<file path="config.mk">
export PLATFORM = sky130hd
export DESIGN_NAME = pc_unit
export DESIGN_NICKNAME = d
export VERILOG_FILES = /design/src/riscv_isa_pkg.sv /design/src/core_ctrl_pkg.sv /design/src/pc_unit.sv
export SDC_FILE = /design/constraint.sdc
export NUM_CORES = 1
export LEC_CHECK = 0
export CORE_MARGIN = 2
export CORE_UTILIZATION = 53
export CTS_CLUSTER_DIAMETER = 150
export CTS_CLUSTER_SIZE = 20
export DETAILED_ROUTE_END_ITERATION = 10
export DONT_BUFFER_PORTS = 1
export MAX_ROUTING_LAYER = met4
export PLACE_DENSITY = 0.73
export SYNTH_ARGS = -nofsm -noshare
export SYNTH_HDL_FRONTEND = slang
export SYNTH_SLANG_ARGS = --single-unit
</file>
<file path="constraint.sdc">
create_clock -name clk_i -period 4.3 [get_ports clk_i]
set_clock_uncertainty 0.05 [all_clocks]
set_input_delay 0.645 -clock clk_i [delete_from_list [all_inputs] [get_ports clk_i]]
set_output_delay 0.645 -clock clk_i [all_outputs]
set_load 0.01 [all_outputs]
</file>
<file path="src/riscv_isa_pkg.sv">
`default_nettype none

package riscv_isa_pkg;

    typedef logic [31:0] word_t;        // Data and address word
    typedef logic [31:0] instr_t;       // Raw instruction word
    typedef logic [4:0]  reg_idx_t;     // Architectural register index
    typedef logic [2:0]  funct3_t;

    typedef enum logic [6:0] {
        OPC_LOAD   = 7'b0000011,
        OPC_OP_IMM = 7'b0010011,
        OPC_AUIPC  = 7'b0010111,
        OPC_STORE  = 7'b0100011,
        OPC_OP     = 7'b0110011,
        OPC_LUI    = 7'b0110111,
        OPC_BRANCH = 7'b1100011,
        OPC_JALR   = 7'b1100111,
        OPC_JAL    = 7'b1101111
    } opcode_e;

    // Register-register and register-immediate ALU groups
    localparam funct3_t F3_ADD_SUB = 3'b000;
    localparam funct3_t F3_SLL     = 3'b001;
    localparam funct3_t F3_SLT     = 3'b010;
    localparam funct3_t F3_SLTU    = 3'b011;
    localparam funct3_t F3_XOR     = 3'b100;
    localparam funct3_t F3_SRL_SRA = 3'b101;
    localparam funct3_t F3_OR      = 3'b110;
    localparam funct3_t F3_AND     = 3'b111;

    localparam funct3_t F3_BEQ  = 3'b000;
    localparam funct3_t F3_BNE  = 3'b001;
    localparam funct3_t F3_BLT  = 3'b100;
    localparam funct3_t F3_BGE  = 3'b101;
    localparam funct3_t F3_BLTU = 3'b110;
    localparam funct3_t F3_BGEU = 3'b111;

    localparam funct3_t F3_LB  = 3'b000;
    localparam funct3_t F3_LH  = 3'b001;
    localparam funct3_t F3_LW  = 3'b010;
    localparam funct3_t F3_LBU = 3'b100;
    localparam funct3_t F3_LHU = 3'b101;

    localparam funct3_t F3_SB = 3'b000;
    localparam funct3_t F3_SH = 3'b001;
    localparam funct3_t F3_SW = 3'b010;

endpackage

`default_nettype wire

</file>
<file path="src/core_ctrl_pkg.sv">
`default_nettype none

package core_ctrl_pkg;

    typedef enum logic [3:0] {
        ALU_ADD,
        ALU_SUB,
        ALU_SLL,
        ALU_SLT,
        ALU_SLTU,
        ALU_XOR,
        ALU_SRL,
        ALU_SRA,
        ALU_OR,
        ALU_AND
    } alu_op_e;

    // Encoding follows funct3[1:0] of loads and stores
    typedef enum logic [1:0] {
        MEM_BYTE = 2'd0,
        MEM_HALF = 2'd1,
        MEM_WORD = 2'd2
    } mem_size_e;

    typedef enum logic [1:0] {
        WB_ALU,
        WB_MEM,
        WB_PC_PLUS4,
        WB_IMM
    } wb_src_e;

    typedef struct packed {
        logic                     reg_write;
        wb_src_e                  wb_src;
        alu_op_e                  alu_op;
        logic                     alu_src_imm;   // Operand B from immediate
        logic                     alu_a_pc;      // Operand A from PC
        logic                     mem_write;
        logic                     mem_read;
        mem_size_e                mem_size;
        logic                     mem_unsigned;  // Zero-extend loaded value
        logic                     branch;
        riscv_isa_pkg::funct3_t   branch_funct3;
        logic                     jump;          // JAL or JALR
        logic                     jalr;
        riscv_isa_pkg::reg_idx_t  rs1;
        riscv_isa_pkg::reg_idx_t  rs2;
        riscv_isa_pkg::reg_idx_t  rd;
        logic                     illegal;
    } ctrl_t;

    typedef struct packed {
        logic                     valid;
        riscv_isa_pkg::reg_idx_t  rd;
        riscv_isa_pkg::word_t     value;
        riscv_isa_pkg::word_t     pc;
    } commit_t;

endpackage

`default_nettype wire

</file>
<file path="src/pc_unit.sv">
`timescale 1ns/1ps
`default_nettype none

module pc_unit #(

    parameter riscv_isa_pkg::word_t RESET_PC = '0

) (
    input  logic                  clk_i,
    input  logic                  reset_i,
    input  core_ctrl_pkg::ctrl_t  ctrl_i,
    input  riscv_isa_pkg::word_t  imm_i,
    input  riscv_isa_pkg::word_t  alu_result_i,
    input  logic                  branch_taken_i,
    output riscv_isa_pkg::word_t  pc_o,
    output riscv_isa_pkg::word_t  pc_plus4_o
);

    import riscv_isa_pkg::*;

    word_t next_pc;

    assign pc_plus4_o = pc_o + 32'd4;

    always_comb begin
        if (ctrl_i.jalr) begin
            next_pc = {alu_result_i[31:1], 1'b0};     // rs1 + imm, bit 0 dropped
        end else if (ctrl_i.jump || branch_taken_i) begin
            next_pc = pc_o + imm_i;
        end else begin
            next_pc = pc_plus4_o;                     // Also the path for illegal words
        end
    end

    always_ff @(posedge clk_i) begin
        if (reset_i) begin
            pc_o <= RESET_PC;
        end else begin
            pc_o <= next_pc;
        end
    end

    pc_word_aligned: assert property (@(posedge clk_i) disable iff (reset_i)
        pc_o[1:0] == 2'b00)
        else $error("PC not word aligned: %h", pc_o);

endmodule

`default_nettype wire

</file>
==> summary.txt <==
outcome -> finished clean
initial antenna violation count -> 0
Arrival @ worst endpoint -> 2.86 ns
worst r2r path cells -> 11
Die Y -> 87.23 um
fraction of the yosys area taken by sequential cells -> 17.45%
Top reg by flops -> pc_o
Slew @ Worst Pin -> 1.065 ns
CTS Buf Count -> 5
most frequent cells in the layout -> 54 x nor2_1, 48 x nand2_1, 46 x a21oi_1
# DRC -> 0
detailed placer's ending HPWL -> 7.914 mm
layout cell share with drive strength beyond 1 -> 6.667%
critical hold path startpoint -> reset_i
RSZ-0062 raised after global routing -> false
Total Nets Final -> 616
CP max FO -> 7
Buffers on Ports -> 0
depth of the CTS H-tree -> 2
pwr dens -> 314.4 mW/mm2
DR vias/cell -> 6.588
Clock Latency Late Sink -> 0.29 ns
fin crit share -> 82.70%
TritonCTS clock tree -> yes
Mapped Area -> 0.003671 mm2
Overflow after GRT -> 0
Reg clk slew, reported paths -> 0.08 ns
Max-Slew Margin vs Limit -> 28.81%
max-slew violations -> 0
MaxCap Viol Count -> 0
most common cell after layout, fill and taps aside -> nor2_1
max FFs per register -> 31
Min-Delay Path Class -> in2reg
die area -> 0.007608 mm2
hold path depth -> 1
Setup Buffers After CTS -> 0
Tot GR Track Use -> 28.23%
cts hold-fix bufs -> 0
syn avg cell area -> 7.461 um2
Area growth syn-to-layout -> 3.613%
Ys Warns -> 0
Post-synth EDFFs -> 0
R2R Path End -> pc_o[30]
Worst Hold End -> pc_o[26]
startpoint types -> flip-flop
syn_nets -> 628
Leakage -> 1.741 nW
n_diodes -> 0
vias after detailed routing -> 3,689
endpoint class of the critical path -> output port
Top FF cell, synth -> dfxtp_1
# resized after CTS -> 0
Max rail drop VDD -> 0.0001487 V
Routability Congestion -> 0.9197
Die Width -> 87.23 um
Async SR Flop Fraction -> 0%
global-route wire length before repair -> 16.67 mm
largest net degree at the start of global routing -> 47
Site Rows -> 30
Setup-failing EPs final -> 0
Post-Syn Instances -> 492
Peak Freq -> 281.2 MHz
Unique masters post-synth -> 63
Final min period -> 3.556 ns
FF+latch count, synth -> 32
worst hold slack -> 0.3670 ns
routed len/inst -> 19.36 um
clock root buffer -> clkbuf_8
CTS Buffer Depth -> 2
core area -> 0.006756 mm2
Starting Density -> 54.33%
WS Path Type -> reg2out
vias in the first global route -> 3,468
fillers -> 662
Fin. Hold Viols -> 0
IO Pins -> 167
drt total wl -> 10.84 mm
DRT Pass-1 Iters -> 5
initial drt markers -> 216
r2r setup slk -> 1.10 ns
number of clock sinks -> 32
Top Registers -> pc_o (31)
CP Data Required Time -> 3.61 ns
ANT nets after route -> 0
setup TNS -> 0 ns
critical path: stages (launching register included):
cell     delay (ns)
dfxtp_1        0.51
ha_1           0.29
nand4_1        0.20
nor3_1         0.21
buf_4          0.19
nand3_1        0.16
nor2_1         0.35
nand3_1        0.17
nor2_1         0.16
xor2_1         0.34
area by class of cell:
cell class                      count  area (um2)  area share (%)
Multi-Input combinational cell    421        2880           75.72
Sequential cell                    32       640.6           16.84
Tap cell                           80       100.1           2.632
Clock buffer                        7       96.34           2.533
Inverter                           17       63.81           1.678
Timing Repair Buffer                3       22.52          0.5921
logic make-up (layout without fill, tap and decap cells):
group / count (synthesis) / count (layout) / share of synthesized area [%]
buf+inv: 39 / 27 / 4.226
flops: 32 / 32 / 17.45
mux: 3 / 3 / 0.8180
simple gates: 172 / 172 / 22.84
fa+ha+maj: 33 / 33 / 11.45
compound gates: 161 / 161 / 30.81
xor+xnor: 52 / 52 / 12.41
report_power, final:
part,total [mW],switching (mW),internal [mW],leakage (nW)
sequential,0.399,0.0709,0.328,0.267
clock,0.266,0.123,0.143,0.0503
combinational,0.531,0.312,0.219,1.42
total,1.20,0.506,0.690,1.74
layer usage:
metal | GRT usage [%] | share of wire [%]
met1 | 36.59 | 44
met4 | 6.853 | 1.7
met5 | - | 0
met2 | 46.98 | 48
met3 | 3.318 | 6.9
cell usage after synthesis, types with 4 or more instances:
cell type	n	area, um2
o21ai_0	24	120.1
o21a_1	5	37.54
ha_1	32	400.4
and3_1	11	68.82
nor3_1	10	50.05
o211a_1	7	70.07
inv_1	16	60.06
a211oi_1	8	60.06
a21oi_1	46	230.2
clkbuf_1	18	67.56
dfxtp_1	32	640.6
nand2_1	48	180.2
nand4_1	9	56.30
xnor2_1	25	219.0
o21ai_1	7	35.03
nand3_1	18	90.09
o211ai_1	4	30.03
a21o_1	22	165.2
nor2_1	54	202.7
xor2_1	27	236.5
a31oi_1	4	25.02
a311oi_1	6	52.55
per-stage QoR:
step | util (%) | setup slack, ns | cell area [um2] | total power [mW] | cells
2_1_floorplan | - | 1.094 | 3671 | 0.8355 | 492
3_3_place_gp | 54.87 | 0.8463 | 3707 | 0.9159 | 553
3_5_place_dp | 54.87 | 0.8488 | 3707 | 0.9264 | 553
4_1_cts | 56.30 | 0.7883 | 3804 | 1.196 | 560
5_1_grt | 56.30 | 0.5397 | 3804 | 1.277 | 560
6_report | 56.30 | 0.7440 | 3804 | 1.196 | 560
worst max-delay path by stage:
stage          slack (ns)     start              to  cells past startpoint
2_1_floorplan        1.09  imm_i[0]        pc_o[30]                     11
3_3_place_gp         0.85  imm_i[0]        pc_o[30]                     11
3_5_place_dp         0.85  imm_i[0]        pc_o[30]                     11
4_1_cts              0.79   pc_o[2]  pc_plus4_o[28]                      9
5_1_grt              0.54   pc_o[2]  pc_plus4_o[28]                      9
6_report             0.74   pc_o[2]  pc_plus4_o[28]                      9
No activity file was read; power rests on OpenSTA's default activity.
