===== src/riscv_isa_pkg.sv =====
`default_nettype none

package riscv_isa_pkg;

    typedef logic [31:0] word_t;        // Data and address word
    typedef logic [31:0] instr_t;       // Raw instruction word
    typedef logic [4:0]  reg_idx_t;     // Architectural register index
    typedef logic [2:0]  funct3_t;

    typedef enum logic [6:0] {
        OPC_LOAD   = 7'b0000011,
        OPC_OP_IMM = 7'b0010011,
        OPC_AUIPC  = 7'b0010111,
        OPC_STORE  = 7'b0100011,
        OPC_OP     = 7'b0110011,
        OPC_LUI    = 7'b0110111,
        OPC_BRANCH = 7'b1100011,
        OPC_JALR   = 7'b1100111,
        OPC_JAL    = 7'b1101111
    } opcode_e;

    // Register-register and register-immediate ALU groups
    localparam funct3_t F3_ADD_SUB = 3'b000;
    localparam funct3_t F3_SLL     = 3'b001;
    localparam funct3_t F3_SLT     = 3'b010;
    localparam funct3_t F3_SLTU    = 3'b011;
    localparam funct3_t F3_XOR     = 3'b100;
    localparam funct3_t F3_SRL_SRA = 3'b101;
    localparam funct3_t F3_OR      = 3'b110;
    localparam funct3_t F3_AND     = 3'b111;

    localparam funct3_t F3_BEQ  = 3'b000;
    localparam funct3_t F3_BNE  = 3'b001;
    localparam funct3_t F3_BLT  = 3'b100;
    localparam funct3_t F3_BGE  = 3'b101;
    localparam funct3_t F3_BLTU = 3'b110;
    localparam funct3_t F3_BGEU = 3'b111;

    localparam funct3_t F3_LB  = 3'b000;
    localparam funct3_t F3_LH  = 3'b001;
    localparam funct3_t F3_LW  = 3'b010;
    localparam funct3_t F3_LBU = 3'b100;
    localparam funct3_t F3_LHU = 3'b101;

    localparam funct3_t F3_SB = 3'b000;
    localparam funct3_t F3_SH = 3'b001;
    localparam funct3_t F3_SW = 3'b010;

endpackage

`default_nettype wire


===== src/core_ctrl_pkg.sv =====
`default_nettype none

package core_ctrl_pkg;

    typedef enum logic [3:0] {
        ALU_ADD,
        ALU_SUB,
        ALU_SLL,
        ALU_SLT,
        ALU_SLTU,
        ALU_XOR,
        ALU_SRL,
        ALU_SRA,
        ALU_OR,
        ALU_AND
    } alu_op_e;

    // Encoding follows funct3[1:0] of loads and stores
    typedef enum logic [1:0] {
        MEM_BYTE = 2'd0,
        MEM_HALF = 2'd1,
        MEM_WORD = 2'd2
    } mem_size_e;

    typedef enum logic [1:0] {
        WB_ALU,
        WB_MEM,
        WB_PC_PLUS4,
        WB_IMM
    } wb_src_e;

    typedef struct packed {
        logic                     reg_write;
        wb_src_e                  wb_src;
        alu_op_e                  alu_op;
        logic                     alu_src_imm;   // Operand B from immediate
        logic                     alu_a_pc;      // Operand A from PC
        logic                     mem_write;
        logic                     mem_read;
        mem_size_e                mem_size;
        logic                     mem_unsigned;  // Zero-extend loaded value
        logic                     branch;
        riscv_isa_pkg::funct3_t   branch_funct3;
        logic                     jump;          // JAL or JALR
        logic                     jalr;
        riscv_isa_pkg::reg_idx_t  rs1;
        riscv_isa_pkg::reg_idx_t  rs2;
        riscv_isa_pkg::reg_idx_t  rd;
        logic                     illegal;
    } ctrl_t;

    typedef struct packed {
        logic                     valid;
        riscv_isa_pkg::reg_idx_t  rd;
        riscv_isa_pkg::word_t     value;
        riscv_isa_pkg::word_t     pc;
    } commit_t;

endpackage

`default_nettype wire


===== src/reg_file.sv =====
`timescale 1ns/1ps
`default_nettype none

module reg_file (
    input  logic                     clk_i,
    input  logic                     reset_i,
    input  riscv_isa_pkg::reg_idx_t  rs1_i,
    input  riscv_isa_pkg::reg_idx_t  rs2_i,
    input  riscv_isa_pkg::reg_idx_t  rd_i,
    input  logic                     write_i,
    input  riscv_isa_pkg::word_t     write_data_i,
    output riscv_isa_pkg::word_t     rs1_data_o,
    output riscv_isa_pkg::word_t     rs2_data_o
);

    import riscv_isa_pkg::*;

    word_t regs [1:31];                               // x0 has no storage

    always_ff @(posedge clk_i) begin
        if (reset_i) begin
            for (int i = 1; i < 32; i++) begin
                regs[i] <= '0;
            end
        end else if (write_i && rd_i != '0) begin
            regs[rd_i] <= write_data_i;
        end
    end

    assign rs1_data_o = (rs1_i == '0) ? '0 : regs[rs1_i];
    assign rs2_data_o = (rs2_i == '0) ? '0 : regs[rs2_i];

endmodule

`default_nettype wire


===== src/alu_exec.sv =====
`timescale 1ns/1ps
`default_nettype none

module alu_exec (
    input  logic                    clk_i,
    input  logic                    reset_i,
    input  core_ctrl_pkg::ctrl_t    ctrl_i,
    input  riscv_isa_pkg::word_t    imm_i,
    input  riscv_isa_pkg::word_t    pc_i,
    input  riscv_isa_pkg::word_t    wb_value_i,
    output riscv_isa_pkg::word_t    alu_result_o,
    output riscv_isa_pkg::word_t    rs2_value_o,
    output logic                    branch_taken_o,
    output core_ctrl_pkg::commit_t  commit_o
);

    import riscv_isa_pkg::*;
    import core_ctrl_pkg::*;

    word_t rs1_value;
    word_t op_a;
    word_t op_b;
    logic  taken;

    reg_file regs (

        .clk_i        ( clk_i ),
        .reset_i      ( reset_i ),
        .rs1_i        ( ctrl_i.rs1 ),
        .rs2_i        ( ctrl_i.rs2 ),
        .rd_i         ( ctrl_i.rd ),
        .write_i      ( ctrl_i.reg_write ),
        .write_data_i ( wb_value_i ),

        .rs1_data_o   ( rs1_value ),
        .rs2_data_o   ( rs2_value_o )

    );

    assign op_a = ctrl_i.alu_a_pc    ? pc_i  : rs1_value;   // AUIPC uses the PC
    assign op_b = ctrl_i.alu_src_imm ? imm_i : rs2_value_o;

    always_comb begin
        case (ctrl_i.alu_op)
            ALU_ADD:  alu_result_o = op_a + op_b;
            ALU_SUB:  alu_result_o = op_a - op_b;
            ALU_SLL:  alu_result_o = op_a << op_b[4:0];
            ALU_SLT:  alu_result_o = {31'b0, $signed(op_a) < $signed(op_b)};
            ALU_SLTU: alu_result_o = {31'b0, op_a < op_b};
            ALU_XOR:  alu_result_o = op_a ^ op_b;
            ALU_SRL:  alu_result_o = op_a >> op_b[4:0];
            ALU_SRA:  alu_result_o = word_t'($signed(op_a) >>> op_b[4:0]);
            ALU_OR:   alu_result_o = op_a | op_b;
            ALU_AND:  alu_result_o = op_a & op_b;
            default:  alu_result_o = '0;
        endcase
    end

    // Branches compare the two registers directly, not the ALU output
    always_comb begin
        case (ctrl_i.branch_funct3)
            F3_BEQ:  taken = rs1_value == rs2_value_o;
            F3_BNE:  taken = rs1_value != rs2_value_o;
            F3_BLT:  taken = $signed(rs1_value) < $signed(rs2_value_o);
            F3_BGE:  taken = $signed(rs1_value) >= $signed(rs2_value_o);
            F3_BLTU: taken = rs1_value < rs2_value_o;
            F3_BGEU: taken = rs1_value >= rs2_value_o;
            default: taken = 1'b0;
        endcase
    end

    assign branch_taken_o = ctrl_i.branch && taken;

    always_comb begin
        commit_o.valid = ctrl_i.reg_write && ctrl_i.rd != '0 && !reset_i;  // x0 never reported
        commit_o.rd    = ctrl_i.rd;
        commit_o.value = wb_value_i;
        commit_o.pc    = pc_i;
    end

endmodule

`default_nettype wire


===== config.mk =====
export PLATFORM = sky130hd
export DESIGN_NAME = alu_exec
export DESIGN_NICKNAME = d
export VERILOG_FILES = /design/src/riscv_isa_pkg.sv /design/src/core_ctrl_pkg.sv /design/src/reg_file.sv /design/src/alu_exec.sv
export SDC_FILE = /design/constraint.sdc
export NUM_CORES = 2
export LEC_CHECK = 0
export BUFFER_PORTS_ARGS = -buffer_cell sky130_fd_sc_hd__buf_4
export CAP_MARGIN = 25
export CORE_ASPECT_RATIO = 2
export CORE_MARGIN = 5
export CORE_UTILIZATION = 45
export CTS_BUF_LIST = sky130_fd_sc_hd__clkbuf_8
export DETAILED_ROUTE_END_ITERATION = 8
export PLACE_DENSITY = 0.7
export SYNTH_ARGS = -nofsm -noshare
export SYNTH_HDL_FRONTEND = slang
export SYNTH_SLANG_ARGS = --single-unit
export TNS_END_PERCENT = 1

===== constraint.sdc =====
create_clock -name clk_i -period 7.5 [get_ports clk_i]
set_input_delay 0.375 -clock clk_i [delete_from_list [all_inputs] [get_ports clk_i]]
set_output_delay 0.375 -clock clk_i [all_outputs]
set_load 0.05 [all_outputs]

==> flow_summary.json <==
{
  "grt_max_degree": 67,
  "fin_tns_setup_ps": 0,
  "synth_area_per_cell_um2": 12.4,
  "status": "complete, no violations",
  "antenna_found_initial": 16,
  "hold_class": "input port to flip-flop",
  "ioPinCount": 269,
  "crit_type": "flip-flop to output pin",
  "power_density_nw_per_um2": 206,
  "setup_viol": 0,
  "peakVddDrop_mv": 0.148,
  "wl_per_cell_um": 35.1,
  "end_kind": "output pin",
  "ys_async_sr_fraction_pct": 0,
  "worst_ep_required_time_ps": 7120,
  "worst_pin_slew_ps": 1230,
  "drt_iter0_markers": 5722,
  "placementRows": 197,
  "hold_viol": 0,
  "finalNonFillerCells": 7480,
  "ys.flop_type": "edfxtp_1",
  "place_congestion": 1.19,
  "regMostFlops": "regs.regs",
  "numPortBuffers": 258,
  "clk_pin_slew_ps": 70,
  "syn_inst": 5248,
  "largest_reg_flops": 1024,
  "ys_warn_count": 0,
  "drive_above_1_share_pct": 24.1,
  "synthTopCellsByCount": "edfxtp_1 (1,024), and2_1 (1,005), mux2i_1 (479), mux4_2 (388), clkbuf_1 (345)",
  "worst_setup_path_start_kind": "flip-flop",
  "grt_pass1_wl_mm": 365,
  "cts_buffers": 120,
  "fmax_mhz": 138,
  "initial_utilization_pct": 45.3,
  "grtUsageTotal_pct": 33.4,
  "yosysMostFrequentCell": "edfxtp_1",
  "fin_crit_ps": 7220,
  "final_net_count": 5746,
  "drcViolationCount": 0,
  "maxSlewHeadroom_pct": 17.2,
  "syn_to_final_growth_pct": 11.7,
  "numClockSinks": 1024,
  "leakagePower_nw": 27.7,
  "synth_top_area_share_pct": 47.1,
  "overflow": 0,
  "cts_tree": "built",
  "seq_area_frac_synth_pct": 47.1,
  "drtAntennaViolNets": 0,
  "synth_edf_count": 1024,
  "htreeDepth": 3,
  "cap_violations": 0,
  "synthTopCellsByArea": "edfxtp_1 (47%), mux4_2 (13%), and2_1 (9.6%)",
  "core_area_um2": 144000,
  "cp_max_fo": 5,
  "syn_area_um2": 65300,
  "fp.dieW_um": 279,
  "grt_pass1_vias": 50700,
  "vias": 49000,
  "die_height_um": 549,
  "clock_path_buffers": 3,
  "wl_mm": 262,
  "ys_types": 100,
  "vias_per_cell": 6.56,
  "rsz0062_at_grt": "false",
  "clock-root-buffer": "clkbuf_8",
  "ys_seq_elements": 1024,
  "dp_cells": 7213,
  "reg.largest.list": "regs.regs: 1024 flops",
  "dieArea_um2": 153000,
  "layout_worst_path_cycle_share_pct": 96.3,
  "postCtsSetupBuffers": 0,
  "dr.pass1.iters": 8,
  "hpwl_mm": 179,
  "yosysTopAreaCell": "edfxtp_1",
  "cp_data_arrival_time_ps": 6850,
  "slew_viol_final": 0
}
placed cells by master, fill, tap and decap left out, types with 26 or more instances in the layout:
cell,count
a211oi_1,38
a21o_1,56
a21oi_1,178
a22o_1,31
a22oi_1,161
and2_1,1004
buf_4,583
clkbuf_8,124
clkinv_1,26
conb_1,32
dlygate4sd3_1,26
edfxtp_1,1024
ha_1,129
inv_1,155
mux2_2,36
mux2i_1,477
mux4_2,388
nand2_1,214
nand3_1,28
nor2_1,112
nor3_1,38
nor4_1,33
o211ai_1,40
o21ai_0,110
o221ai_1,41
or2_2,39
cell type report:
class | instances | area, um^2
inverters | 131 | 523
diodes | 13 | 32.5
well taps | 1890 | 2360
fillers | 12300 | 71300
flip-flops and latches | 1024 | 30700
multi-input cells | 3561 | 31600
repair buffers | 643 | 5240
clock buffers | 123 | 1690
clock inverters | 95 | 653
kinds of logic after synthesis:
family | count (synthesis) | synth area share [%]
xor+xnor | 26 | 0.349
flops | 1024 | 47.1
other cells | 1 | 0.00574
compound gates | 830 | 8.81
fa+ha+maj | 131 | 2.53
buf+inv | 694 | 5.03
mux | 925 | 22.0
simple gates | 1617 | 14.2
routing by layer:
metal / vias up / part of all wire [%] / global-route usage [%] / wire (um)
met2: 3256 / 50 / 58.0 / 132000
met1: 24400 / 30 / 32.4 / 77700
met3: 1188 / 8.4 / 7.69 / 22200
li1: 20200 / - / - / -
met5: - / 0.025 / 0 / 65
met4: 12 / 11 / 30.9 / 30100
critical path, cell delays in order (launching register included):
cell and delay [ps]:
edfxtp_1 370, mux2i_1 90, o221ai_1 310, a211oi_1 110, buf_4 170, or4_1 510, o21ai_0 210, buf_4 170
ha_1 200, inv_1 70, fa_1 440, or2_2 310, a221oi_1 250, buf_4 180, o2111a_2 310, o21ai_0 260
a21oi_1 220, buf_4 220, a311oi_1 180, o31ai_1 250, o21ai_0 130, xor2_1 160, buf_4 230, o221ai_1 140
a311o_1 320, buf_4 200
repair_timing:
| item | 4_1_cts | 5_1_grt |
|---|---|---|
| hold buffers | 26 | 0 |
| endpoints found under the setup margin | 0 | 3 |
| endpoints found under the hold margin | 26 | 0 |
| gates resized for setup | 0 | 2 |
final timing paths:
| check | start | endpoint | slack, ps | cells past startpoint |
|---|---|---|---|---|
| max | regs.regs[31][0] | alu_result_o[30] | 280 | 25 |
| min | wb_value_i[22] | regs.regs[0][22] | 50 | 1 |
report_power, final:
part / total [W] / internal (W) / switching (W)
registers: 0.00677 / 0.00661 / 0.000164
logic: 0.00435 / 0.00156 / 0.00278
clock network: 0.00389 / 0.00184 / 0.00206
through the flow:
step	setup WS, ps	hold slack [ps]	instance area [um^2]	total power [W]	util (%)
after detailed placement	443	801	70100	0.0111	48.6
after global placement	458	795	70100	0.0110	48.6
after CTS	266	8.26	72700	0.0149	50.4
after global routing	4.43	21.5	72900	0.0154	50.5
final	280	45.2	72900	0.0150	50.5
after floorplan	293	474	65400	0.00934	-
(Power assumes the default switching activity.)
