<file path="config.mk">
export PLATFORM = sky130hd
export DESIGN_NAME = instr_decoder
export DESIGN_NICKNAME = d
export VERILOG_FILES = /design/src/riscv_isa_pkg.sv /design/src/core_ctrl_pkg.sv /design/src/instr_decoder.sv
export SDC_FILE = /design/constraint.sdc
export NUM_CORES = 1
export LEC_CHECK = 0
export ABC_CLOCK_PERIOD_IN_PS = 2800
export BUFFER_PORTS_ARGS = -buffer_cell sky130_fd_sc_hd__buf_2
export CAP_MARGIN = 0
export CORE_MARGIN = 1
export CORE_UTILIZATION = 38
export DETAILED_ROUTE_END_ITERATION = 16
export PLACE_DENSITY = 0.91
export SETUP_SLACK_MARGIN = 0.05
export SLEW_MARGIN = 20
export SYNTH_ARGS = -nofsm -noshare
export SYNTH_HDL_FRONTEND = slang
export SYNTH_SLANG_ARGS = --single-unit
</file>
<file path="constraint.sdc">
create_clock -name vclk -period 2.8
set_clock_uncertainty 0.2 [all_clocks]
set_input_delay 0.42 -clock vclk [all_inputs]
set_output_delay 0.42 -clock vclk [all_outputs]
set_load 0.02 [all_outputs]
</file>
<file path="src/riscv_isa_pkg.sv">
`default_nettype none

package riscv_isa_pkg;

    typedef logic [31:0] word_t;        // Data and address word
    typedef logic [31:0] instr_t;       // Raw instruction word
    typedef logic [4:0]  reg_idx_t;     // Architectural register index
    typedef logic [2:0]  funct3_t;

    typedef enum logic [6:0] {
        OPC_LOAD   = 7'b0000011,
        OPC_OP_IMM = 7'b0010011,
        OPC_AUIPC  = 7'b0010111,
        OPC_STORE  = 7'b0100011,
        OPC_OP     = 7'b0110011,
        OPC_LUI    = 7'b0110111,
        OPC_BRANCH = 7'b1100011,
        OPC_JALR   = 7'b1100111,
        OPC_JAL    = 7'b1101111
    } opcode_e;

    // Register-register and register-immediate ALU groups
    localparam funct3_t F3_ADD_SUB = 3'b000;
    localparam funct3_t F3_SLL     = 3'b001;
    localparam funct3_t F3_SLT     = 3'b010;
    localparam funct3_t F3_SLTU    = 3'b011;
    localparam funct3_t F3_XOR     = 3'b100;
    localparam funct3_t F3_SRL_SRA = 3'b101;
    localparam funct3_t F3_OR      = 3'b110;
    localparam funct3_t F3_AND     = 3'b111;

    localparam funct3_t F3_BEQ  = 3'b000;
    localparam funct3_t F3_BNE  = 3'b001;
    localparam funct3_t F3_BLT  = 3'b100;
    localparam funct3_t F3_BGE  = 3'b101;
    localparam funct3_t F3_BLTU = 3'b110;
    localparam funct3_t F3_BGEU = 3'b111;

    localparam funct3_t F3_LB  = 3'b000;
    localparam funct3_t F3_LH  = 3'b001;
    localparam funct3_t F3_LW  = 3'b010;
    localparam funct3_t F3_LBU = 3'b100;
    localparam funct3_t F3_LHU = 3'b101;

    localparam funct3_t F3_SB = 3'b000;
    localparam funct3_t F3_SH = 3'b001;
    localparam funct3_t F3_SW = 3'b010;

endpackage

`default_nettype wire

</file>
<file path="src/core_ctrl_pkg.sv">
`default_nettype none

package core_ctrl_pkg;

    typedef enum logic [3:0] {
        ALU_ADD,
        ALU_SUB,
        ALU_SLL,
        ALU_SLT,
        ALU_SLTU,
        ALU_XOR,
        ALU_SRL,
        ALU_SRA,
        ALU_OR,
        ALU_AND
    } alu_op_e;

    // Encoding follows funct3[1:0] of loads and stores
    typedef enum logic [1:0] {
        MEM_BYTE = 2'd0,
        MEM_HALF = 2'd1,
        MEM_WORD = 2'd2
    } mem_size_e;

    typedef enum logic [1:0] {
        WB_ALU,
        WB_MEM,
        WB_PC_PLUS4,
        WB_IMM
    } wb_src_e;

    typedef struct packed {
        logic                     reg_write;
        wb_src_e                  wb_src;
        alu_op_e                  alu_op;
        logic                     alu_src_imm;   // Operand B from immediate
        logic                     alu_a_pc;      // Operand A from PC
        logic                     mem_write;
        logic                     mem_read;
        mem_size_e                mem_size;
        logic                     mem_unsigned;  // Zero-extend loaded value
        logic                     branch;
        riscv_isa_pkg::funct3_t   branch_funct3;
        logic                     jump;          // JAL or JALR
        logic                     jalr;
        riscv_isa_pkg::reg_idx_t  rs1;
        riscv_isa_pkg::reg_idx_t  rs2;
        riscv_isa_pkg::reg_idx_t  rd;
        logic                     illegal;
    } ctrl_t;

    typedef struct packed {
        logic                     valid;
        riscv_isa_pkg::reg_idx_t  rd;
        riscv_isa_pkg::word_t     value;
        riscv_isa_pkg::word_t     pc;
    } commit_t;

endpackage

`default_nettype wire

</file>
<file path="src/instr_decoder.sv">
`timescale 1ns/1ps
`default_nettype none

module instr_decoder (
    input  riscv_isa_pkg::instr_t  instr_i,
    output core_ctrl_pkg::ctrl_t   ctrl_o,
    output riscv_isa_pkg::word_t   imm_o
);

    import riscv_isa_pkg::*;
    import core_ctrl_pkg::*;

    opcode_e opcode;
    funct3_t funct3;

    function automatic alu_op_e alu_op_for(input funct3_t f3, input logic alt);
        alu_op_e op;
        op = ALU_ADD;
        case (f3)
            F3_ADD_SUB: op = alt ? ALU_SUB : ALU_ADD;
            F3_SLL:     op = ALU_SLL;
            F3_SLT:     op = ALU_SLT;
            F3_SLTU:    op = ALU_SLTU;
            F3_XOR:     op = ALU_XOR;
            F3_SRL_SRA: op = alt ? ALU_SRA : ALU_SRL;
            F3_OR:      op = ALU_OR;
            F3_AND:     op = ALU_AND;
            default:    op = ALU_ADD;
        endcase
        return op;
    endfunction

    assign opcode = opcode_e'(instr_i[6:0]);
    assign funct3 = instr_i[14:12];

    always_comb begin
        ctrl_o               = '0;                  // All enables off
        ctrl_o.rs1           = instr_i[19:15];
        ctrl_o.rs2           = instr_i[24:20];
        ctrl_o.rd            = instr_i[11:7];
        ctrl_o.branch_funct3 = funct3;
        ctrl_o.alu_op        = ALU_ADD;
        ctrl_o.wb_src        = WB_ALU;
        ctrl_o.mem_size      = mem_size_e'(funct3[1:0]);
        ctrl_o.mem_unsigned  = funct3[2];
        imm_o                = {{20{instr_i[31]}}, instr_i[31:20]};  // I-type
        case (opcode)
            OPC_LUI: begin
                ctrl_o.reg_write = 1'b1;
                ctrl_o.wb_src    = WB_IMM;
                imm_o            = {instr_i[31:12], 12'b0};
            end
            OPC_AUIPC: begin
                ctrl_o.reg_write   = 1'b1;
                ctrl_o.alu_a_pc    = 1'b1;
                ctrl_o.alu_src_imm = 1'b1;
                imm_o              = {instr_i[31:12], 12'b0};
            end
            OPC_JAL: begin
                ctrl_o.reg_write = 1'b1;
                ctrl_o.wb_src    = WB_PC_PLUS4;
                ctrl_o.jump      = 1'b1;
                imm_o            = {{11{instr_i[31]}}, instr_i[31], instr_i[19:12],
                                    instr_i[20], instr_i[30:21], 1'b0};
            end
            OPC_JALR: begin
                ctrl_o.reg_write   = 1'b1;
                ctrl_o.wb_src      = WB_PC_PLUS4;
                ctrl_o.jump        = 1'b1;
                ctrl_o.jalr        = 1'b1;
                ctrl_o.alu_src_imm = 1'b1;                // Target is rs1 + imm
            end
            OPC_BRANCH: begin
                ctrl_o.branch = 1'b1;
                imm_o         = {{19{instr_i[31]}}, instr_i[31], instr_i[7],
                                 instr_i[30:25], instr_i[11:8], 1'b0};
            end
            OPC_LOAD: begin
                if (funct3 inside {F3_LB, F3_LH, F3_LW, F3_LBU, F3_LHU}) begin
                    ctrl_o.reg_write   = 1'b1;
                    ctrl_o.wb_src      = WB_MEM;
                    ctrl_o.mem_read    = 1'b1;
                    ctrl_o.alu_src_imm = 1'b1;
                end else begin
                    ctrl_o.illegal = 1'b1;
                end
            end
            OPC_STORE: begin
                if (funct3 inside {F3_SB, F3_SH, F3_SW}) begin
                    ctrl_o.mem_write   = 1'b1;
                    ctrl_o.alu_src_imm = 1'b1;
                end else begin
                    ctrl_o.illegal = 1'b1;
                end
                imm_o = {{20{instr_i[31]}}, instr_i[31:25], instr_i[11:7]};
            end
            OPC_OP_IMM: begin
                ctrl_o.reg_write   = 1'b1;
                ctrl_o.alu_src_imm = 1'b1;
                ctrl_o.alu_op      = alu_op_for(funct3, instr_i[30] && funct3 == F3_SRL_SRA);
            end
            OPC_OP: begin
                ctrl_o.reg_write = 1'b1;
                ctrl_o.alu_op    = alu_op_for(funct3, instr_i[30]);
            end
            default: ctrl_o.illegal = 1'b1;           // Executes as a no-op
        endcase
    end

    // An illegal word must never reach the register file or data memory
    always_comb begin
        illegal_no_write: assert #0 (!(ctrl_o.illegal && (ctrl_o.reg_write || ctrl_o.mem_write)))
            else $error("illegal instruction decoded with a write enable");
    end

endmodule

`default_nettype wire

</file>
==> results.yml, run 1 <==
outcome:
  status: "finished, final reports clean"
sta:
  fmax_mhz: 394
  tns_ns: 0
  layout_setup_ws_ns: 0.262
  tightest_slew_ns: 0.704
  hold_violations: 0
  drv_slew: 0
  max_slew_margin: 0.530
  fin_crit_sh: 0.907
  period_needed_ns: 2.54
  setup_violations: 0
  whs_ns: 0.873
  grt_setup_unrepaired: "no"
clock_tree:
  ctsHoldBuffers: 0
  post_cts_buffers: 0
  ctsResizeCount: 0
pwr:
  swShare: 0.617
  p_int_uw: 77.6
  pwr-share-seq: 0
  power_uw: 203
  power_frac_comb: 1.000
  switching_power_uw: 125
  peakVddDrop_mv: 0.132
  p_leak_nw: 0.765
  p_per_area_mw_per_mm2: 168
  pwr-share-clk: 0
grt:
  first_global_vias: 934
  grt_pass1_wl_mm: 4.08
  grt-ovfl-total: 0
  grt_usage: 0.201
  grt_start_max_net_pins: 18
  antenna_found_initial: 0
floorplan:
  start_util: 0.418
  die_y_um: 49.2
  io_pins: 100
  core_region_area_mm2: 0.00202
  dieArea_mm2: 0.00242
  rows: 16
  die_x_um: 49.2
place:
  io_buffers: 100
  dp_slack_ns: 0.274
  gp_congestion: 0.790
  place_hpwl_mm: 2.17
finish:
  diodes: 0
  drive_gt1_frac: 0.569
  nFillCells: 220
  nClkBuffers: 0
  syn2layout_area_growth_pct: 42.3
  seqCellArea_um2: 0
  finish.utilization: 0.595
  flops_and_latches: 0
  multi_input_area_um2: 616
  nNetsFinal: 231
min_path:
  holdPathEnd: "ctrl_o[12]"
  min_path_type: "in2out"
  hold_path_depth: 2
  hold_start: "instr_i[16]"
synth:
  synth_top_area_share: 0.222
  yosys-top-cells-area: "buf_4 22%, a21o_1 18%, nor2b_1 7.4%, nor2_1 4.4%, a22o_1 4.1%"
  yosysTopAreaCell: "buf_4"
  synthesis.area_um2: 846
  synth-seq-area-share: 0
  yosys_warnings: 0
  synth_fp_nets: 158
  ys_types: 35
  synth.top_cells.by_count: "25 x buf_4, 20 x a21o_1, 10 x nor2_1, 10 x nor2b_1, 7 x nand2_1"
  synth_cells: 126
  yosysMostFrequentCell: "buf_4"
  postSynthAreaPerCell_um2: 6.71
run:
  maxCapViolCount: 0
route:
  drc_errors: 0
  dr.pass1.iters: 4
  drtIter0Drc: 29
  wl_per_cell_um: 11.6
  dr_total_vias: 1116
  postRouteWirelength_mm: 2.60
  drt-vias-per-instance: 4.98
  antenna_left: 0
setup_path:
  endpoint_kind: "primary output"
  cp_max_fo: 17
  cp.arrival_ns: 1.92
  startpoint_type: "input pin"
  cp.required_ns: 2.18
  critical_path_class: "in2out"
-- how the worst max path moves through the flow --
stage	slack [ns]	startpoint	endpoint	cells past startpoint
finish	0.26	instr_i[4]	imm_o[1]	7
floorplan	0.30	instr_i[4]	ctrl_o[28]	5
global placement	0.32	instr_i[6]	imm_o[4]	7
global route	0.20	instr_i[4]	imm_o[4]	7
detailed placement	0.27	instr_i[6]	imm_o[1]	7
CTS	0.27	instr_i[4]	imm_o[1]	7
-- kinds of logic after synthesis --
| kind of cell | count (synthesis) | synth area share |
|---|---|---|
| AO/OA/AOI/OAI | 40 | 0.359 |
| AND/OR/NAND/NOR | 48 | 0.343 |
| buffers and inverters | 36 | 0.272 |
| multiplexers | 2 | 0.0251 |
-- stage by stage --
stage	instance area, µm²	instances
2_1_floorplan	846	126
3_5_place_dp	1200	224
4_1_cts	1200	224
5_1_grt	1200	224
6_report	1200	224
3_3_place_gp	1200	224
-- per-layer routing --
layer  track usage  part of all wire
met1         0.263              0.43
met2         0.374              0.50
met3       0.00935             0.070
met4       0.00980                 0
met5             0                 0
-- layout by cell type (no fill, tap or decap), types with 3 or more instances in the layout --
cell     count
buf_2      100
a21o_1      20
nor2_1      10
nor2b_1     10
nand2_1      7
nor3_1       5
a22o_1       4
o21ai_0      3
inv_1        3
buf_4        3
-- cell type report --
class	instances	share of cell area
inverters	3	0.00936
multi-input cells	90	0.511
repair buffers	104	0.451
well taps	27	0.0281
-- power groups by stage --
| stage | clock network (mW) | logic [mW] | registers, mW |
|---|---|---|---|
| after detailed placement | 0 | 0.203 | 0 |
| after CTS | 0 | 0.204 | 0 |
| after floorplan | 0 | 0.146 | 0 |
| after global routing | 0 | 0.218 | 0 |
| after global placement | 0 | 0.200 | 0 |
| final | 0 | 0.203 | 0 |
-- critical path, cell delays in order --
cell	delay, ns
buf_2	0.16
or3b_4	0.43
nor2_1	0.28
buf_12	0.19
nor2_1	0.09
a22o_1	0.19
buf_2	0.16
(Power assumes the default switching activity.)
==> inputs of run 2 (changes only) <==
--- a/config.mk
+++ b/config.mk
@@ -6,7 +6,7 @@
 export NUM_CORES = 1
 export LEC_CHECK = 0
 export ABC_CLOCK_PERIOD_IN_PS = 2800
-export BUFFER_PORTS_ARGS = -buffer_cell sky130_fd_sc_hd__buf_2
+export BUFFER_PORTS_ARGS = -buffer_cell sky130_fd_sc_hd__buf_4
 export CAP_MARGIN = 0
 export CORE_MARGIN = 1
 export CORE_UTILIZATION = 38
==> results.yml, run 2 (synthesis results as in run 1) <==
outcome:
  status: "finished, final reports clean"
pwr:
  swShare: 0.530
  pwr-share-clk: 0
  p_per_area_mw_per_mm2: 170
  power_frac_comb: 1.000
  p_leak_nw: 0.836
  pwr-share-seq: 0
  p_int_uw: 115
  switching_power_uw: 130
  peakVddDrop_mv: 0.129
  power_uw: 245
setup_path:
  cp.required_ns: 2.18
  cp.arrival_ns: 1.82
  critical_path_class: "in2out"
  endpoint_kind: "primary output"
  crit_family: "simple AND/OR/NAND/NOR gates"
  cp_num_buf_inv: 2
  crit_slowest_cell: "or4_4"
  crit_top_cell: "buf_4"
  cp_max_fo: 7
  critical-path-max-stage-delay_ns: 0.51
  crit_chain: "buf_4, nand3b_4, or3_1, or4_4, o21ai_2, buf_4"
  startpoint_type: "input pin"
run:
  maxCapViolCount: 0
clock_tree:
  post_cts_buffers: 0
  ctsHoldBuffers: 0
  ctsResizeCount: 0
sta:
  tightest_slew_ns: 0.721
  tns_ns: 0
  period_needed_ns: 2.44
  drv_slew: 0
  grt_setup_unrepaired: "no"
  fmax_mhz: 410
  max_slew_margin: 0.518
  setup_violations: 0
  hold_violations: 0
  fin_crit_sh: 0.871
finish:
  mostFrequentLayoutCells: "104 x buf_4, 20 x a21o_1, 10 x nor2_1, 10 x nor2b_1, 7 x nand2_1"
  nClkBuffers: 0
  nFillCells: 180
  seqCellArea_um2: 0
  syn2layout_area_growth_pct: 70.4
  nNetsFinal: 231
  multi_input_area_um2: 616
  drive_gt1_frac: 0.569
  final_common_cell: "buf_4"
  diodes: 0
  layoutNonFillerInstCount: 224
  flops_and_latches: 0
route:
  dr_total_vias: 1131
  drtIter0Drc: 26
  antenna_left: 0
  dr.pass1.iters: 4
  drc_errors: 0
  wl_per_cell_um: 13.2
  drt-vias-per-instance: 5.05
  postRouteWirelength_mm: 2.96
place:
  gp_congestion: 0.818
  placedCellCount: 224
  io_buffers: 100
  place_hpwl_mm: 2.47
floorplan:
  core_region_area_mm2: 0.00202
  io_pins: 100
  die_y_um: 49.2
  die_x_um: 49.2
  rows: 16
  dieArea_mm2: 0.00242
  start_util: 0.418
grt:
  antenna_found_initial: 0
  first_global_vias: 948
  grt_pass1_wl_mm: 4.38
  grt-ovfl-total: 0
  grt_usage: 0.216
  grt_start_max_net_pins: 14
min_path:
  min_path_type: "in2out"
==> run 2: cell counts in the layout (fill, tap and decap cells not counted) <==
No cell type changed its count.
==> run 2: final timing paths <==
check,start,end,slack [ns],cells past startpoint
max,instr_i[3],ctrl_o[35],0.36,6
min,instr_i[18],ctrl_o[14],0.85,2
==> run 2: power groups by stage <==
| stage | clock network (mW) | logic (mW) | registers (mW) |
|---|---|---|---|
| 4_1_cts | 0 | 0.246 | 0 |
| 5_1_grt | 0 | 0.259 | 0 |
| 3_5_place_dp | 0 | 0.245 | 0 |
| 6_report | 0 | 0.245 | 0 |
| 3_3_place_gp | 0 | 0.241 | 0 |
| 2_1_floorplan | 0 | 0.146 | 0 |
==> run 2: routing by layer <==
layer | global-route usage | wire length, µm | vias to the layer above
li1 | - | - | 567
met1 | 0.263 | 1200 | 510
met2 | 0.422 | 1550 | 54
met3 | 0.0187 | 210 | 0
met4 | 0 | 0 | 0
met5 | 0 | 0 | -
==> run 2: final cells by class <==
class | count | area share
multi-input combinational | 90 | 0.427
tap | 27 | 0.0234
inverter | 3 | 0.00781
timing repair buffer | 104 | 0.542
==> run 2: stage by stage <==
stage	setup slack, ns	instance area [µm²]	hold WS [ns]	util
finish	0.362	1440	0.847	0.713
global route	0.290	1440	0.851	0.713
CTS	0.362	1440	0.849	0.713
detailed placement	0.362	1440	0.848	0.713
global placement	0.386	1440	0.848	0.713
floorplan	0.301	846	0.753	-
==> inputs of run 3 (changes only) <==
--- a/config.mk
+++ b/config.mk
@@ -11,7 +11,7 @@
 export CORE_MARGIN = 1
 export CORE_UTILIZATION = 38
 export DETAILED_ROUTE_END_ITERATION = 16
-export PLACE_DENSITY = 0.91
+export PLACE_DENSITY = 0.95
 export SETUP_SLACK_MARGIN = 0.05
 export SLEW_MARGIN = 20
 export SYNTH_ARGS = -nofsm -noshare
==> results.yml, run 3 (synthesis results as in run 1) <==
outcome:
  status: "finished, final reports clean"
grt:
  grt_usage: 0.214
  globalRoute.busiestLayer: "met2"
  first_global_vias: 970
  grt-ovfl-total: 0
  grt_use_met3: 0.0312
  grt_pass1_wl_mm: 4.33
  grt_start_max_net_pins: 16
  use_met1: 0.259
  antenna_found_initial: 0
  use_met2: 0.411
sta:
  grt_setup_unrepaired: "no"
  tightest_slew_ns: 0.708
  fmax_mhz: 395
  setup_violations: 0
  fin_crit_sh: 0.904
  period_needed_ns: 2.53
  max_slew_margin: 0.527
  drv_slew: 0
  hold_violations: 0
  tns_ns: 0
pwr:
  peakVddDrop_mv: 0.119
  p_per_area_mw_per_mm2: 171
  p_leak_nw: 0.831
run:
  maxCapViolCount: 0
min_path:
  min_path_type: "in2out"
place:
  gp_congestion: 0.813
  placed_cell_area_mm2: 0.00143
  io_buffers: 100
  place_hpwl_mm: 2.35
setup_path:
  endpoint_kind: "primary output"
  cp.arrival_ns: 1.91
  crit_top_cell: "buf_4"
  critical-path-max-stage-delay_ns: 0.43
  cp_max_fo: 11
  crit_chain: "buf_4, or3b_4, nor2_1, nor2b_1, a21o_1, buf_4"
  startpoint_type: "input pin"
  critical_path_class: "in2out"
  cp.required_ns: 2.18
  crit_slowest_cell: "or3b_4"
floorplan:
  die_y_um: 49.2
  die_x_um: 49.2
  core_region_area_mm2: 0.00202
  start_util: 0.418
  rows: 16
  io_pins: 100
  dieArea_mm2: 0.00242
route:
  drc_errors: 0
  antenna_left: 0
  wl_per_cell_um: 12.8
  dr_total_vias: 1144
  drtIter0Drc: 21
  drt-vias-per-instance: 5.13
  postRouteWirelength_mm: 2.86
  dr.pass1.iters: 4
finish:
  stdcell_area_mm2: 0.00143
  mostFrequentLayoutCells: "103 x buf_4, 20 x a21o_1, 10 x nor2_1, 10 x nor2b_1, 7 x nand2_1"
  nClkBuffers: 0
  diodes: 0
  flops_and_latches: 0
  seqCellArea_um2: 0
  nNetsFinal: 230
  drive_gt1_frac: 0.566
  final_common_cell: "buf_4"
  syn2layout_area_growth_pct: 69.5
clock_tree:
  post_cts_buffers: 0
  ctsHoldBuffers: 0
  ctsResizeCount: 0
## run 3: cell types whose count changed in the layout (fill, tap and decap cells not counted)
| cell | previous run | this run |
|---|---|---|
| buf_4 | 104 | 103 |
## run 3: report_power, final
part | internal [mW] | leakage [nW] | total, mW | switching (mW)
clock | 0 | 0 | 0 | 0
sequential | 0 | 0 | 0 | 0
combinational | 0.115 | 0.831 | 0.244 | 0.129
total | 0.115 | 0.831 | 0.244 | 0.129
## run 3: final timing paths
path       start         to  slack (ns)  cells after the start
max   instr_i[6]  imm_o[28]        0.27                      6
min   instr_i[7]  ctrl_o[1]        0.85                      2
## run 3: layout make-up
| type | instances | area [µm²] |
|---|---|---|
| fillers | 182 | 588 |
| multi-input cells | 90 | 616 |
| inverters | 3 | 11.3 |
| repair buffers | 103 | 773 |
| well taps | 27 | 33.8 |
## run 3: metrics by stage
| step | worst slack (ns) | utilization | hold slack [ns] | cells | power [mW] |
|---|---|---|---|---|---|
| final | 0.267 | 0.709 | 0.847 | 223 | 0.244 |
| after global routing | 0.196 | 0.709 | 0.855 | 223 | 0.259 |
| after CTS | 0.268 | 0.709 | 0.848 | 223 | 0.245 |
| after detailed placement | 0.271 | 0.709 | 0.848 | 223 | 0.245 |
| after global placement | 0.341 | 0.709 | 0.848 | 223 | 0.240 |
| after floorplan | 0.301 | - | 0.753 | 126 | 0.146 |
## run 3: critical path, delay by kind of cell
| family | cells | cell delay [ns] |
|---|---|---|
| buf+inv | 2 | 0.30 |
| compound gates | 1 | 0.21 |
| simple gates | 3 | 0.98 |
## run 3: layer usage
layer | wire (µm) | share of wire | vias to the layer above
met5 | 0 | 0 | -
met4 | 0 | 0 | 0
met3 | 261 | 0.091 | 0
met2 | 1470 | 0.51 | 68
met1 | 1130 | 0.39 | 512
li1 | - | - | 564
